$ cat src/hdl/ahbl_settings.svh
`ifndef AHBL_SETTINGS_SVH
`define AHBL_SETTINGS_SVH

// Number of masters on the arbiter
`define AHBL_N_PORTS 2

// Bus widths
`define AHBL_W_ADDR 32
`define AHBL_W_DATA 32

// SRAM size in 32-bit words
// Byte addresses at or above 4x this are out of range
`define AHBL_SRAM_DEPTH 256

// Wait states on every OKAY transfer
`define AHBL_SRAM_WAIT 1

`endif

$ cat src/hdl/ahbl_pkg.sv
`default_nettype none

`include "ahbl_settings.svh"

package ahbl_pkg;

	// HTRANS encodings
	// Bit 1 set means an active transfer
	typedef enum logic [1:0] {
		IDLE   = 2'b00,
		BUSY   = 2'b01,
		NONSEQ = 2'b10,
		SEQ    = 2'b11
	} htrans_e;

	// AHB-Lite has a single-bit HRESP
	typedef enum logic {
		OKAY  = 1'b0,
		ERROR = 1'b1
	} hresp_e;

	// Address-phase signals from one master
	typedef struct packed {
		logic [`AHBL_W_ADDR-1:0] haddr;
		logic                    hwrite;
		htrans_e                 htrans;
		logic [2:0]              hsize;
		// Carried through only, no burst handling
		logic [2:0]              hburst;
		logic [3:0]              hprot;
		logic                    hmastlock;
	} ahbl_req_t;

	// Slave-to-master signals
	typedef struct packed {
		logic                    hready_resp;
		hresp_e                  hresp;
		logic [`AHBL_W_DATA-1:0] hrdata;
	} ahbl_resp_t;

endpackage

`default_nettype wire

$ cat src/hdl/bitmap_mux.sv
`timescale 1ns/1ps
`default_nettype none

// AND-OR mux with a one-hot select
// Zero select gives a zero output
module bitmap_mux #(
	parameter int W_INPUT  = 32,
	parameter int N_INPUTS = 2
) (
	input  wire logic [N_INPUTS-1:0][W_INPUT-1:0] in,
	input  wire logic [N_INPUTS-1:0]              sel,
	output logic      [W_INPUT-1:0]               out
);

	always_comb begin
		out = '0;
		for (int i = 0; i < N_INPUTS; i++) begin
			// Mask each slice by its select bit
			out = out | (in[i] & {W_INPUT{sel[i]}});
		end
	end

endmodule

`default_nettype wire

$ cat src/hdl/ahbl_arbiter.sv
`timescale 1ns/1ps
`default_nettype none

`include "ahbl_settings.svh"

// Strict-priority N:1 AHB-Lite arbiter
// Port 0 has the highest priority
module ahbl_arbiter #(
	parameter int N_PORTS = `AHBL_N_PORTS
) (
	input  wire logic                                    clk,
	input  wire logic                                    rst_n,

	// Master side
	input  wire ahbl_pkg::ahbl_req_t [N_PORTS-1:0]       s_req,
	input  wire logic [N_PORTS-1:0][`AHBL_W_DATA-1:0]    s_hwdata,
	output ahbl_pkg::ahbl_resp_t [N_PORTS-1:0]           s_resp,

	// Bus hready, fed back from the slave
	input  wire logic                                    hready,

	// Slave side
	output ahbl_pkg::ahbl_req_t                          m_req,
	output logic [`AHBL_W_DATA-1:0]                      m_hwdata,
	input  wire ahbl_pkg::ahbl_resp_t                    m_resp
);

	import ahbl_pkg::*;

	// Address-phase requests and grant
	logic [N_PORTS-1:0] req_a;
	logic [N_PORTS-1:0] gnt_a;
	logic [N_PORTS-1:0] prio_gnt;
	logic               keep;

	// Data-phase owner
	logic [N_PORTS-1:0] gnt_d;

	// Active transfer when htrans is NONSEQ or SEQ
	always_comb begin
		for (int i = 0; i < N_PORTS; i++) begin
			req_a[i] = s_req[i].htrans[1];
		end
	end

	// Lowest set bit of the request vector
	assign prio_gnt = req_a & (~req_a + N_PORTS'(1));

	// Data-phase owner keeps the bus if it asks again
	assign keep  = |(req_a & gnt_d);
	assign gnt_a = keep ? gnt_d : prio_gnt;

	// Owner moves only when the slave takes the address phase
	always_ff @(posedge clk or negedge rst_n) begin
		if (!rst_n) begin
			gnt_d <= '0;
		end else if (hready) begin
			gnt_d <= gnt_a;
		end
	end

	// Address-phase bundle on the address grant
	// No requester selects nothing, so htrans reads IDLE
	bitmap_mux #(
		.W_INPUT  ($bits(ahbl_req_t)),
		.N_INPUTS (N_PORTS)
	) u_req_mux (
		.in  (s_req),
		.sel (gnt_a),
		.out (m_req)
	);

	// Write data follows the data-phase owner
	bitmap_mux #(
		.W_INPUT  (`AHBL_W_DATA),
		.N_INPUTS (N_PORTS)
	) u_hwdata_mux (
		.in  (s_hwdata),
		.sel (gnt_d),
		.out (m_hwdata)
	);

	// Response steering
	always_comb begin
		for (int i = 0; i < N_PORTS; i++) begin
			// Stalled requesters see hready low until granted
			s_resp[i].hready_resp = m_resp.hready_resp & (~req_a[i] | gnt_a[i]);
			// Error goes only to the data-phase owner
			s_resp[i].hresp       = gnt_d[i] ? m_resp.hresp : OKAY;
			s_resp[i].hrdata      = m_resp.hrdata;
		end
	end

endmodule

`default_nettype wire

$ cat config.mk
export PLATFORM = sky130hd
export DESIGN_NAME = ahbl_arbiter
export DESIGN_NICKNAME = d
export VERILOG_FILES = /design/src/hdl/ahbl_pkg.sv /design/src/hdl/bitmap_mux.sv /design/src/hdl/ahbl_arbiter.sv
export VERILOG_INCLUDE_DIRS = /design/src /design/src/hdl
export SDC_FILE = /design/constraint.sdc
export NUM_CORES = 1
export LEC_CHECK = 0
export BUFFER_PORTS_ARGS = -buffer_cell sky130_fd_sc_hd__clkbuf_2
export CELL_PAD_IN_SITES_DETAIL_PLACEMENT = 0
export CELL_PAD_IN_SITES_GLOBAL_PLACEMENT = 1
export CORE_AREA = 2 2 131 133
export DETAILED_ROUTE_END_ITERATION = 12
export DIE_AREA = 0 0 133 135
export PLACE_DENSITY_LB_ADDON = 0.1
export SKIP_CTS_REPAIR_TIMING = 1
export SYNTH_ARGS = -nofsm -noshare
export SYNTH_HDL_FRONTEND = slang
export SYNTH_SLANG_ARGS = --single-unit
$ cat constraint.sdc
create_clock -name clk -period 3.73 [get_ports clk]
set_input_delay 0.373 -clock clk [delete_from_list [all_inputs] [get_ports clk]]
set_output_delay 0.373 -clock clk [all_outputs]
set_load 0.03 [all_outputs]
==> results of run 1 <==
[power by group]
| part | internal [mW] | total, mW | switching [mW] |
|---|---|---|---|
| logic | 0.342 | 0.968 | 0.626 |
| clock network | 0.141 | 0.168 | 0.0268 |
| registers | 0.0264 | 0.0452 | 0.0188 |
| total | 0.510 | 1.18 | 0.671 |
[worst paths after layout]
check                      startpoint         to
setup / recovery             gnt_d[1]  m_req[34]
hold / removal                 hready   gnt_d[1]
setup reg to reg             gnt_d[1]   gnt_d[0]
hold reg to reg              gnt_d[0]   gnt_d[1]
max in group asynchronous       rst_n   gnt_d[1]
min in group asynchronous       rst_n   gnt_d[1]
[cells in the final DEF, fill, tap and decap left out]
master and count:
mux2_4 28, dfrtp_4 1, clkbuf_16 3, and2_1 2, mux2_2 17, buf_12 1
nand2_1 2, buf_2 1, clkbuf_2 241, a21oi_1 18, a21oi_2 28, clkbuf_1 1
o221ai_2 28, inv_2 2, a31oi_1 1, or2_2 1, inv_1 1, dlygate4sd3_1 1
o31a_1 2, nand2_2 1, buf_4 6, o221ai_1 17, dfrtp_1 1, a22o_1 32
o22ai_1 45, mux2i_1 1
[synth_stat cells, types with 2 or more instances]
master,number
and2_1,2
o22ai_1,45
mux2_4,28
mux2_2,17
o221ai_1,17
a22o_1,32
buf_8,3
a21oi_1,18
buf_1,4
a21oi_2,28
buf_4,68
o31a_1,2
buf_2,15
dfrtp_1,2
o221ai_2,28
clkbuf_1,10
inv_2,2
nand2_1,3
[through the flow]
stage | cell area [um^2] | power, mW | std cells | setup slack (ns)
2_1_floorplan | 2900 | 0.835 | 329 | 1.90
3_3_place_gp | 3760 | 1.03 | 697 | 1.08
3_5_place_dp | 3760 | 1.03 | 697 | 1.09
4_1_cts | 3840 | 1.20 | 701 | 1.02
5_1_grt | 3850 | 1.25 | 702 | 0.958
6_report | 3850 | 1.18 | 702 | 1.10
[area by class of cell]
class	count	area [um^2]	share of cell area, %
multi-input cells	223	2140	55.7
clock buffers	4	78.8	2.05
flip-flops and latches	2	53.8	1.40
inverters	3	11.3	0.292
repair buffers	250	1290	33.4
well taps	220	275	7.15
[layer usage]
layer  vias to the layer above  routed length [um]
li1                       1589                   -
met1                      1569                5140
met2                       155                6430
met3                        16                 909
met4                         0                 100
met5                         -                   0
[logic make-up after synthesis]
family          after synthesis
simple gates                  6
compound gates              171
flops                         2
mux                          46
buf+inv                     104
[worst reg2reg max path, stage by stage, from the launching register on]
cell and delay, ns:
dfrtp_4 0.65, nand2_2 0.36, nand2_1 0.19, mux2i_1 0.19
==> results by group, run 1 <==
CTS
  – H-tree levels: 1
  – CTS sink cnt: 2
  – Clock slew at reported path FFs: 0.03 ns
  – Clock Tree Buf Depth: 2
  – Skew-Pair Late Insertion Delay: 0.22 ns
  – TritonCTS clock tree: yes
  – Root buf cell: clkbuf_16
  – CTS buffer count: 3

Power
  – P per Cell Area: 307 mW/mm^2
  – VDD IR-drop max: ~0.13 mV
  – Leak: 1.82 nW

Die
  – Die extent in x: 133 um
  – Initial Util: 17.7%
  – Full die area: 0.0180 mm^2
  – Number of top-level pins: 339
  – Rows: 47
  – Core area: between 0.015 and 0.02 mm^2
  – Chip height: about 140 um

Logic synthesis
  – Sequential-to-total area share from yosys stat: under 10%
  – Simple-Gate Fraction of Synth Area: 1.04%
  – Synth Area per Inst: 8.81 um^2
  – Xor/xnor share of the synthesized area: 0%
  – Cell Area, Synth: 0.00290 mm^2
  – Syn_nets: 522
  – Main synth FF type: dfrtp_1
  – Synth top area cells: buf_4 18%, mux2_4 15%, o221ai_2 15%
  – Largest family of logic cells by synthesized area: compound AO/OA/AOI/OAI gates
  – Synth Area in Compound Gates: 51.4%
  – Share of the synthesized area in the top cell type: between 10% and 20%
  – Post-synth EDFFs: 0
  – Post-Synth Adder-Cell Area: 0%
  – Post-synthesis cell type count: 23
  – Number of synthesized register bits: 2
  – Post-Syn Instances: 329
  – Post-synthesis mux area share: 21.5%
  – Fraction of registers with async set/reset: 100%
  – YS warnings: 0
  – Synth area leader: buf_4

Worst setup path
  – Max FO, Critical Path: 31
  – WP data required: 3.36 ns
  – Crit-path leading delay family: buffers and inverters
  – Worst path cell trace: nand2_2, buf_4, o22ai_1, a21oi_2, clkbuf_2
  – Crit path depth: 5
  – CP max-delay cell: dfrtp_4
  – Buf+Inv Stages, Crit Path: 2
  – Nature of the critical path endpoint: output pin
  – Flop2flop setup slack: about 2.3 ns
  – Crit-path max cell delay: around 0.62 ns
  – CP arrival: ~2.3 ns
  – Crit Path Category: flip-flop to output pin
  – Worst Reg2Reg Path Length in Cells: 3
  – Kind of start point of the critical path: flip-flop

Finish
  – Fill cell count: 1844
  – Share of layout cells above drive strength 1: 74.3%
  – Max reg flops: 2
  – Final Net Count: 676
  – Biggest regs: gnt_d: 2 flops
  – Layout area overhead: 32.9%
  – ANT cells: 0
  – Core Util, Final: 23.5%
  – Most flop-heavy register: gnt_d

Route
  – Vias: 3329
  – Pre-antenna DRT Iters: 4
  – Final ANT Viol Nets: 0
  – Drt wl/cell: 17.9 um
  – Drt total wl: 12600 um
  – Initial DRC count: just over 100
  – DR vias/cell: 4.74
  – DRC errors left: 0

Flow run
  – Max Cap Viol: 0

Global route
  – Antenna violations before repair: 0
  – Grt ovf: 0
  – First-pass GRT wire length: about 19000 um
  – Grt met2 use: 24.1%
  – Met3 Resource Use GR: 2.55%
  – Met1 global-route usage: 15.3%
  – GRT Resource Usage Total: 12.9%
  – Largest net degree at the start of global routing: 57
  – Layer with the highest usage: met2
  – Vias in the first global route: 3238

STA
  – Slew Viols, Final: 0
  – Clock Skew: 0.00570 ns
  – Final worst path period share: between 70% and 80%
  – Unrepaired setup endpoints after global routing: false
  – Final hold violation count: 0
  – Final hold slack: roughly 0.37 ns
  – Max Fclk: between 300 and 400 MHz
  – Setup_tns: 0 ns
  – Max transition margin: between 40% and 50%
  – Setup-failing EPs final: 0
  – Tmin final: 2.63 ns
  – Slew @ Worst Pin: ~0.84 ns

Min path
  – Worst Hold Depth: 2
  – HP Class: primary input to flip-flop

Place
  – Placer Congestion: 0.734
  – Port buffer count: 242
  – DP Wirelength: 9370 um

Status
  – Status: completed
Note: power is estimated with default switching activity, not from simulation.
==> run 2, diff against run 1 <==
ABC_AREA = 1   (was unset)
CORE_AREA = 2 2 130 132   (was 2 2 131 133)
DIE_AREA = 0 0 132 134   (was 0 0 133 135)
clock period = 2.72 ns   (was 3.73 ns; I/O delays follow)
==> run 2 against run 1 <==
Net effect: global-route usage fell by 3.4 points; synthesized cell count is 13% lower; synthesized area decreased by 39%; critical path type unchanged; via count shrank 24%; wire length fell by 28%; final area decreased by 30%.
==> results by group, run 2 <==
Status
  – Status: completed

Die
  – Chip height: ~130 um
  – Core area: 0.0163 mm^2
  – Initial Util: 10.9%
  – Full die area: 0.0177 mm^2
  – Die extent in x: 132 um
  – Number of top-level pins: 339
  – Rows: 47

STA
  – Slew Viols, Final: 0
  – Final hold violation count: 0
  – Setup-failing EPs final: 0
  – Slew @ Worst Pin: 0.559 ns
  – Final hold slack: around 0.31 ns
  – Tmin final: roughly 2 ns
  – Max Fclk: roughly 500 MHz
  – Clock Skew: around 0.00056 ns
  – Setup_tns: 0 ns
  – Max transition margin: 62.7%
  – Final worst path period share: 75.3%
  – Unrepaired setup endpoints after global routing: false
  – Post-route setup slack: 0.673 ns

Power
  – Switching pwr: ~0.65 mW
  – Comb power frac: 77.7%
  – P per Cell Area: 430 mW/mm^2
  – Net Sw Frac: 55.6%
  – Clock network power share: 19.1%
  – Power consumption: roughly 1.2 mW
  – Sequential share of power: 3.2%
  – Leak: ~1.7 nW
  – Power Internal: slightly above 0.5 mW
  – VDD IR-drop max: 0.146 mV

Worst setup path
  – CP max-delay cell: buf_4
  – Crit-path max cell delay: 0.35 ns
  – CP arrival: approximately 1.8 ns
  – Flop2flop setup slack: 1.33 ns
  – Nature of the critical path endpoint: output pin
  – CP most frequent cell: buf_4
  – Launch point of the critical path: gnt_d[0]
  – Worst Reg2Reg Path Length in Cells: 6
  – Worst R2R Start: gnt_d[0]
  – WP data required: 2.45 ns
  – Max FO, Critical Path: 35
  – Worst path cell trace: buf_4, inv_2, nand3_2, buf_4, nand3_1, nand2_1, clkbuf_2
  – Kind of start point of the critical path: flip-flop
  – RR Endpoint: gnt_d[0]
  – Crit Path Category: flip-flop to output pin

Global route
  – Largest net degree at the start of global routing: 47
  – Grt met2 use: just under 20%
  – Antenna violations before repair: 0
  – Grt ovf: 0
  – Vias in the first global route: 2497
  – Met3 Resource Use GR: between 2 and 2.5%
  – Met1 global-route usage: 9.05%
  – First-pass GRT wire length: approximately 13000 um
  – Layer with the highest usage: met2
  – GRT Resource Usage Total: 9.47%

Logic synthesis
  – Synth Area per Inst: 6.17 um^2
  – YS warnings: 0
  – Main synth FF type: dfrtp_1
  – Post-Syn Instances: 287
  – Post-synthesis mux area share: 0%
  – Post-Synth Adder-Cell Area: 0%
  – Synth cell count leaders: 93 x nand3_1, 65 x buf_4, 55 x nand2_1
  – Cell Area, Synth: 0.00177 mm^2
  – Number of synthesized register bits: 2
  – Most frequent cell after synthesis: nand3_1
  – Synth Area in Compound Gates: roughly 16%
  – Post-synthesis cell type count: 13
  – Post-synth EDFFs: 0
  – Synth top area cells: buf_4 28%, nand3_1 26%, a22o_1 16%
  – Simple-Gate Fraction of Synth Area: 40.1%
  – Fraction of registers with async set/reset: 100%
  – Synth area leader: buf_4
  – Syn_nets: 480
  – Xor/xnor share of the synthesized area: 0%
  – Sequential-to-total area share from yosys stat: 2.82%
  – Largest family of logic cells by synthesized area: buffers and inverters
  – Share of the synthesized area in the top cell type: 27.5%

Place
  – Placer Congestion: 0.749
  – DP Wirelength: 7150 um
  – Dpl cells: 666
  – Pre-CTS setup slack: 0.866 ns
  – DP Area: 0.00262 mm^2
  – Port buffer count: about 240

Finish
  – Most common cell after layout, fill and taps aside: clkbuf_2
  – Seq. cell area: 50.0 um^2
  – Design area: 0.00271 mm^2
  – ANT cells: 0
  – Most flop-heavy register: gnt_d
  – Most frequent cells in the layout: 242 x clkbuf_2, 93 x nand3_1, 55 x nand2_1
  – Non-Filler Instances: 670
  – Layout area overhead: 52.7%
  – Fill cell count: 1950
  – Core Util, Final: 16.6%
  – Biggest regs: gnt_d: 2 flops
  – Max reg flops: 2
  – Area occupied by multi-input gates: 0.00100 mm^2
  – Final Net Count: 645
  – Share of layout cells above drive strength 1: between 50% and 60%

Route
  – DR vias/cell: 3.79
  – Drt wl/cell: 13.5 um
  – Initial DRC count: 57
  – Drt total wl: 9050 um
  – Vias: 2538
  – Final ANT Viol Nets: 0
  – Pre-antenna DRT Iters: 4
  – DRC errors left: 0

Min path
  – Worst Hold Depth: 3
  – HP Class: primary input to flip-flop
  – Min-delay src: hready
  – Worst Hold End: gnt_d[1]

Flow run
  – Max Cap Viol: 0

CTS
  – CTS buffer count: 3
  – Clock Tree Buf Depth: 2
  – H-tree levels: 1
  – TritonCTS clock tree: yes
  – Skew-Pair Late Insertion Delay: 0.22 ns
  – CTS sink cnt: 2
  – Clock slew at reported path FFs: 0.03 ns
  – Root buf cell: clkbuf_16
run 2: cell count changes after synthesis, moves of 28 or more:
cell and change:
nand2_1 +52, a21oi_2 -28, nand3_1 +93, o221ai_2 -28
o22ai_1 -45, mux2_4 -28
run 2: how the worst max path moves through the flow:
stage                end  slack (ns)  depth (start not counted)
4_1_cts         m_req[1]        0.63                          7
5_1_grt         m_req[2]        0.47                          7
3_5_place_dp    m_req[1]        0.87                          7
3_3_place_gp    m_req[1]        0.86                          7
2_1_floorplan  m_req[12]        1.10                          4
6_report       m_req[37]        0.67                          7
run 2: layout make-up:
class	count	area share [%]
well taps	220	10.2
inverters	10	1.39
clock buffers	3	2.78
multi-input cells	186	37.0
repair buffers	249	46.8
flip-flops and latches	2	1.85
run 2: metal layers:
layer	share of wire, %	vias to the layer above
met5	0	-
met2	55	170
met4	1.4	0
met3	9.6	14
li1	-	1248
met1	34	1106
run 2: cells by family after synthesis:
logic type,count (synthesis)
AND/OR/NAND/NOR,152
buffers and inverters,99
AO/OA/AOI/OAI,34
flip-flops,2
run 2: power groups by stage:
stage	Sequential, mW	Combinational [mW]	Clock (mW)
2_1_floorplan	0.0352	0.798	0
3_3_place_gp	0.0383	0.928	0
4_1_cts	0.0379	0.919	0.227
5_1_grt	0.0387	0.978	0.230
3_5_place_dp	0.0382	0.917	0
6_report	0.0378	0.904	0.222
run 2: critical path, delay by kind of cell (launching register included):
family	cells	cell delay, ns
and+or+nand+nor	3	0.29
DFF	1	0.33
buffers and inverters	4	0.93
==> run 3, diff against run 2 <==
ABC_AREA = 0   (was 1)
CORE_AREA = 2 2 131 133   (was 2 2 130 132)
DIE_AREA = 0 0 133 135   (was 0 0 132 134)
clock period = 1.7 ns   (was 2.72 ns; I/O delays follow)
==> run 3 against run 2 <==
Net effect: register-to-register slack worse by 0.80 ns; via count increased by 33%; largest power group unchanged; highest routed layer unchanged; clock skew grew 0.0050 ns; flip-flop and latch count unchanged; clock power rose by 67%.
==> results by group, run 3 (synthesis results as in run 1) <==
Status
  – Status: completed

Worst setup path
  – WP data required: roughly 1.5 ns
  – Nature of the critical path endpoint: output pin
  – CP arrival: 1.49 ns
  – RR Endpoint: gnt_d[0]
  – Launch point of the critical path: gnt_d[1]
  – Max FO, Critical Path: 12
  – Crit Path Category: flip-flop to output pin
  – Kind of start point of the critical path: flip-flop
  – Worst R2R Start: gnt_d[1]
  – Worst Reg2Reg Path Length in Cells: 4
  – Flop2flop setup slack: about 0.53 ns

Global route
  – GRT Resource Usage Total: 13.7%
  – Antenna violations before repair: 0
  – First-pass GRT wire length: 19800 um
  – Grt ovf: 0
  – Vias in the first global route: roughly 3500
  – Largest net degree at the start of global routing: 41

STA
  – Final worst path period share: 97.8%
  – Slew @ Worst Pin: 0.304 ns
  – Unrepaired setup endpoints after global routing: true
  – Max Fclk: between 600 and 700 MHz
  – Setup-failing EPs final: 0
  – Max transition margin: 79.7%
  – Final hold violation count: 0
  – Clock Skew: 0.00552 ns
  – Slew Viols, Final: 0
  – Tmin final: 1.66 ns

CTS
  – Clock Tree Buf Depth: 2
  – CTS sink cnt: 2
  – H-tree levels: 1
  – TritonCTS clock tree: yes
  – Clock slew at reported path FFs: 0.03 ns
  – Skew-Pair Late Insertion Delay: around 0.23 ns
  – Root buf cell: clkbuf_16
  – CTS buffer count: 3

Min path
  – Worst Hold Depth: 2
  – Worst Hold End: gnt_d[1]
  – HP Class: primary input to flip-flop
  – Min-delay src: hready

Power
  – VDD IR-drop max: around 0.21 mV
  – P per Cell Area: ~670 mW/mm^2
  – Power consumption: 2.81 mW
  – Leak: 1.97 nW

Route
  – Drt wl/cell: 18.1 um
  – DR vias/cell: ~4.7
  – Initial DRC count: 100
  – Vias: ~3400
  – Final ANT Viol Nets: 0
  – DRC errors left: 0
  – Pre-antenna DRT Iters: 4
  – Drt total wl: 13000 um

Finish
  – Most flop-heavy register: gnt_d
  – Most frequent cells in the layout: 202 x clkbuf_2, 45 x o22ai_1, 38 x buf_4
  – Non-Filler Instances: 718
  – Fill cell count: ~1800
  – Biggest regs: gnt_d: 2 flops
  – Share of layout cells above drive strength 1: 75.1%
  – Most common cell after layout, fill and taps aside: clkbuf_2
  – Seq. cell area: 53.8 um^2
  – ANT cells: 0
  – Max reg flops: 2
  – Layout area overhead: 44.5%
  – Final Net Count: 692
  – Area occupied by multi-input gates: 0.00216 mm^2

Die
  – Core area: 0.0164 mm^2
  – Rows: 47
  – Initial Util: roughly 18%
  – Die extent in x: 133 um
  – Number of top-level pins: 339
  – Full die area: 0.0180 mm^2
  – Chip height: 135 um

Place
  – DP Wirelength: 10100 um
  – Port buffer count: 242
  – Dpl cells: 711
  – Placer Congestion: 0.750

Flow run
  – Max Cap Viol: 0
[run 3: cell types whose count changed in the layout (fill, tap and decap cells not counted), moves of 28 or more]
| cell | before | now |
|---|---|---|
| o221ai_2 | 0 | 28 |
| a21oi_2 | 0 | 28 |
| clkbuf_2 | 242 | 202 |
| mux2_4 | 0 | 28 |
| buf_4 | 6 | 38 |
| nand3_1 | 93 | 0 |
| o22ai_1 | 0 | 45 |
| nand2_1 | 55 | 2 |
[run 3: worst max-delay path, cell delays in order, from the launching register on]
cell	delay [ns]
dfrtp_4	0.53
nand2_8	0.12
buf_12	0.15
o22ai_1	0.07
a21oi_1	0.15
clkbuf_2	0.22
[run 3: report_power, final]
| part | total, mW | switching, mW | internal, mW |
|---|---|---|---|
| sequential | 0.0743 | 0.0160 | 0.0583 |
| clock | 0.371 | 0.0615 | 0.309 |
| combinational | 2.37 | 1.44 | 0.930 |
| total | 2.81 | 1.51 | 1.30 |
[run 3: final cells by class]
cell class | count | share of cell area (%)
Multi-Input combinational cell | 223 | 51.5
Timing Repair Buffer | 266 | 38.5
Tap cell | 220 | 6.57
Clock buffer | 4 | 1.88
Sequential cell | 2 | 1.28
Inverter | 3 | 0.269
[run 3: routing by layer]
layer	track usage, %	routed length [um]	vias up	part of all wire, %
met3	3.00	928	14	7.1
met4	2.81	62	0	0.48
met5	0	0	-	0
li1	-	-	1618	-
met2	26.3	6840	163	52
met1	15.5	5200	1589	40
[run 3: worst max-delay path by stage]
| stage | to | slack, ns | cells after the start |
|---|---|---|---|
| after global placement | m_req[32] | 0.13 | 6 |
| after detailed placement | m_req[32] | 0.13 | 6 |
| after CTS | m_req[43] | -0.09 | 5 |
| after global routing | m_req[11] | -0.01 | 4 |
| final | m_req[11] | 0.04 | 5 |
| after floorplan | m_req[15] | 0.07 | 6 |
[run 3: stage by stage]
| step | worst slack [ns] | setup TNS [ns] | area (um^2) | hold WS [ns] | util (%) |
|---|---|---|---|---|---|
| after global routing | -0.0149 | -0.0393 | 4190 | 0.222 | 25.5 |
| after detailed placement | 0.131 | 0 | 3950 | -0.0412 | 24.1 |
| after floorplan | 0.0712 | 0 | 2900 | -0.126 | - |
| after CTS | -0.0944 | -1.69 | 4030 | -0.279 | 24.6 |
| final | 0.0366 | 0 | 4190 | 0.196 | 25.5 |
| after global placement | 0.132 | 0 | 3950 | -0.0410 | 24.1 |
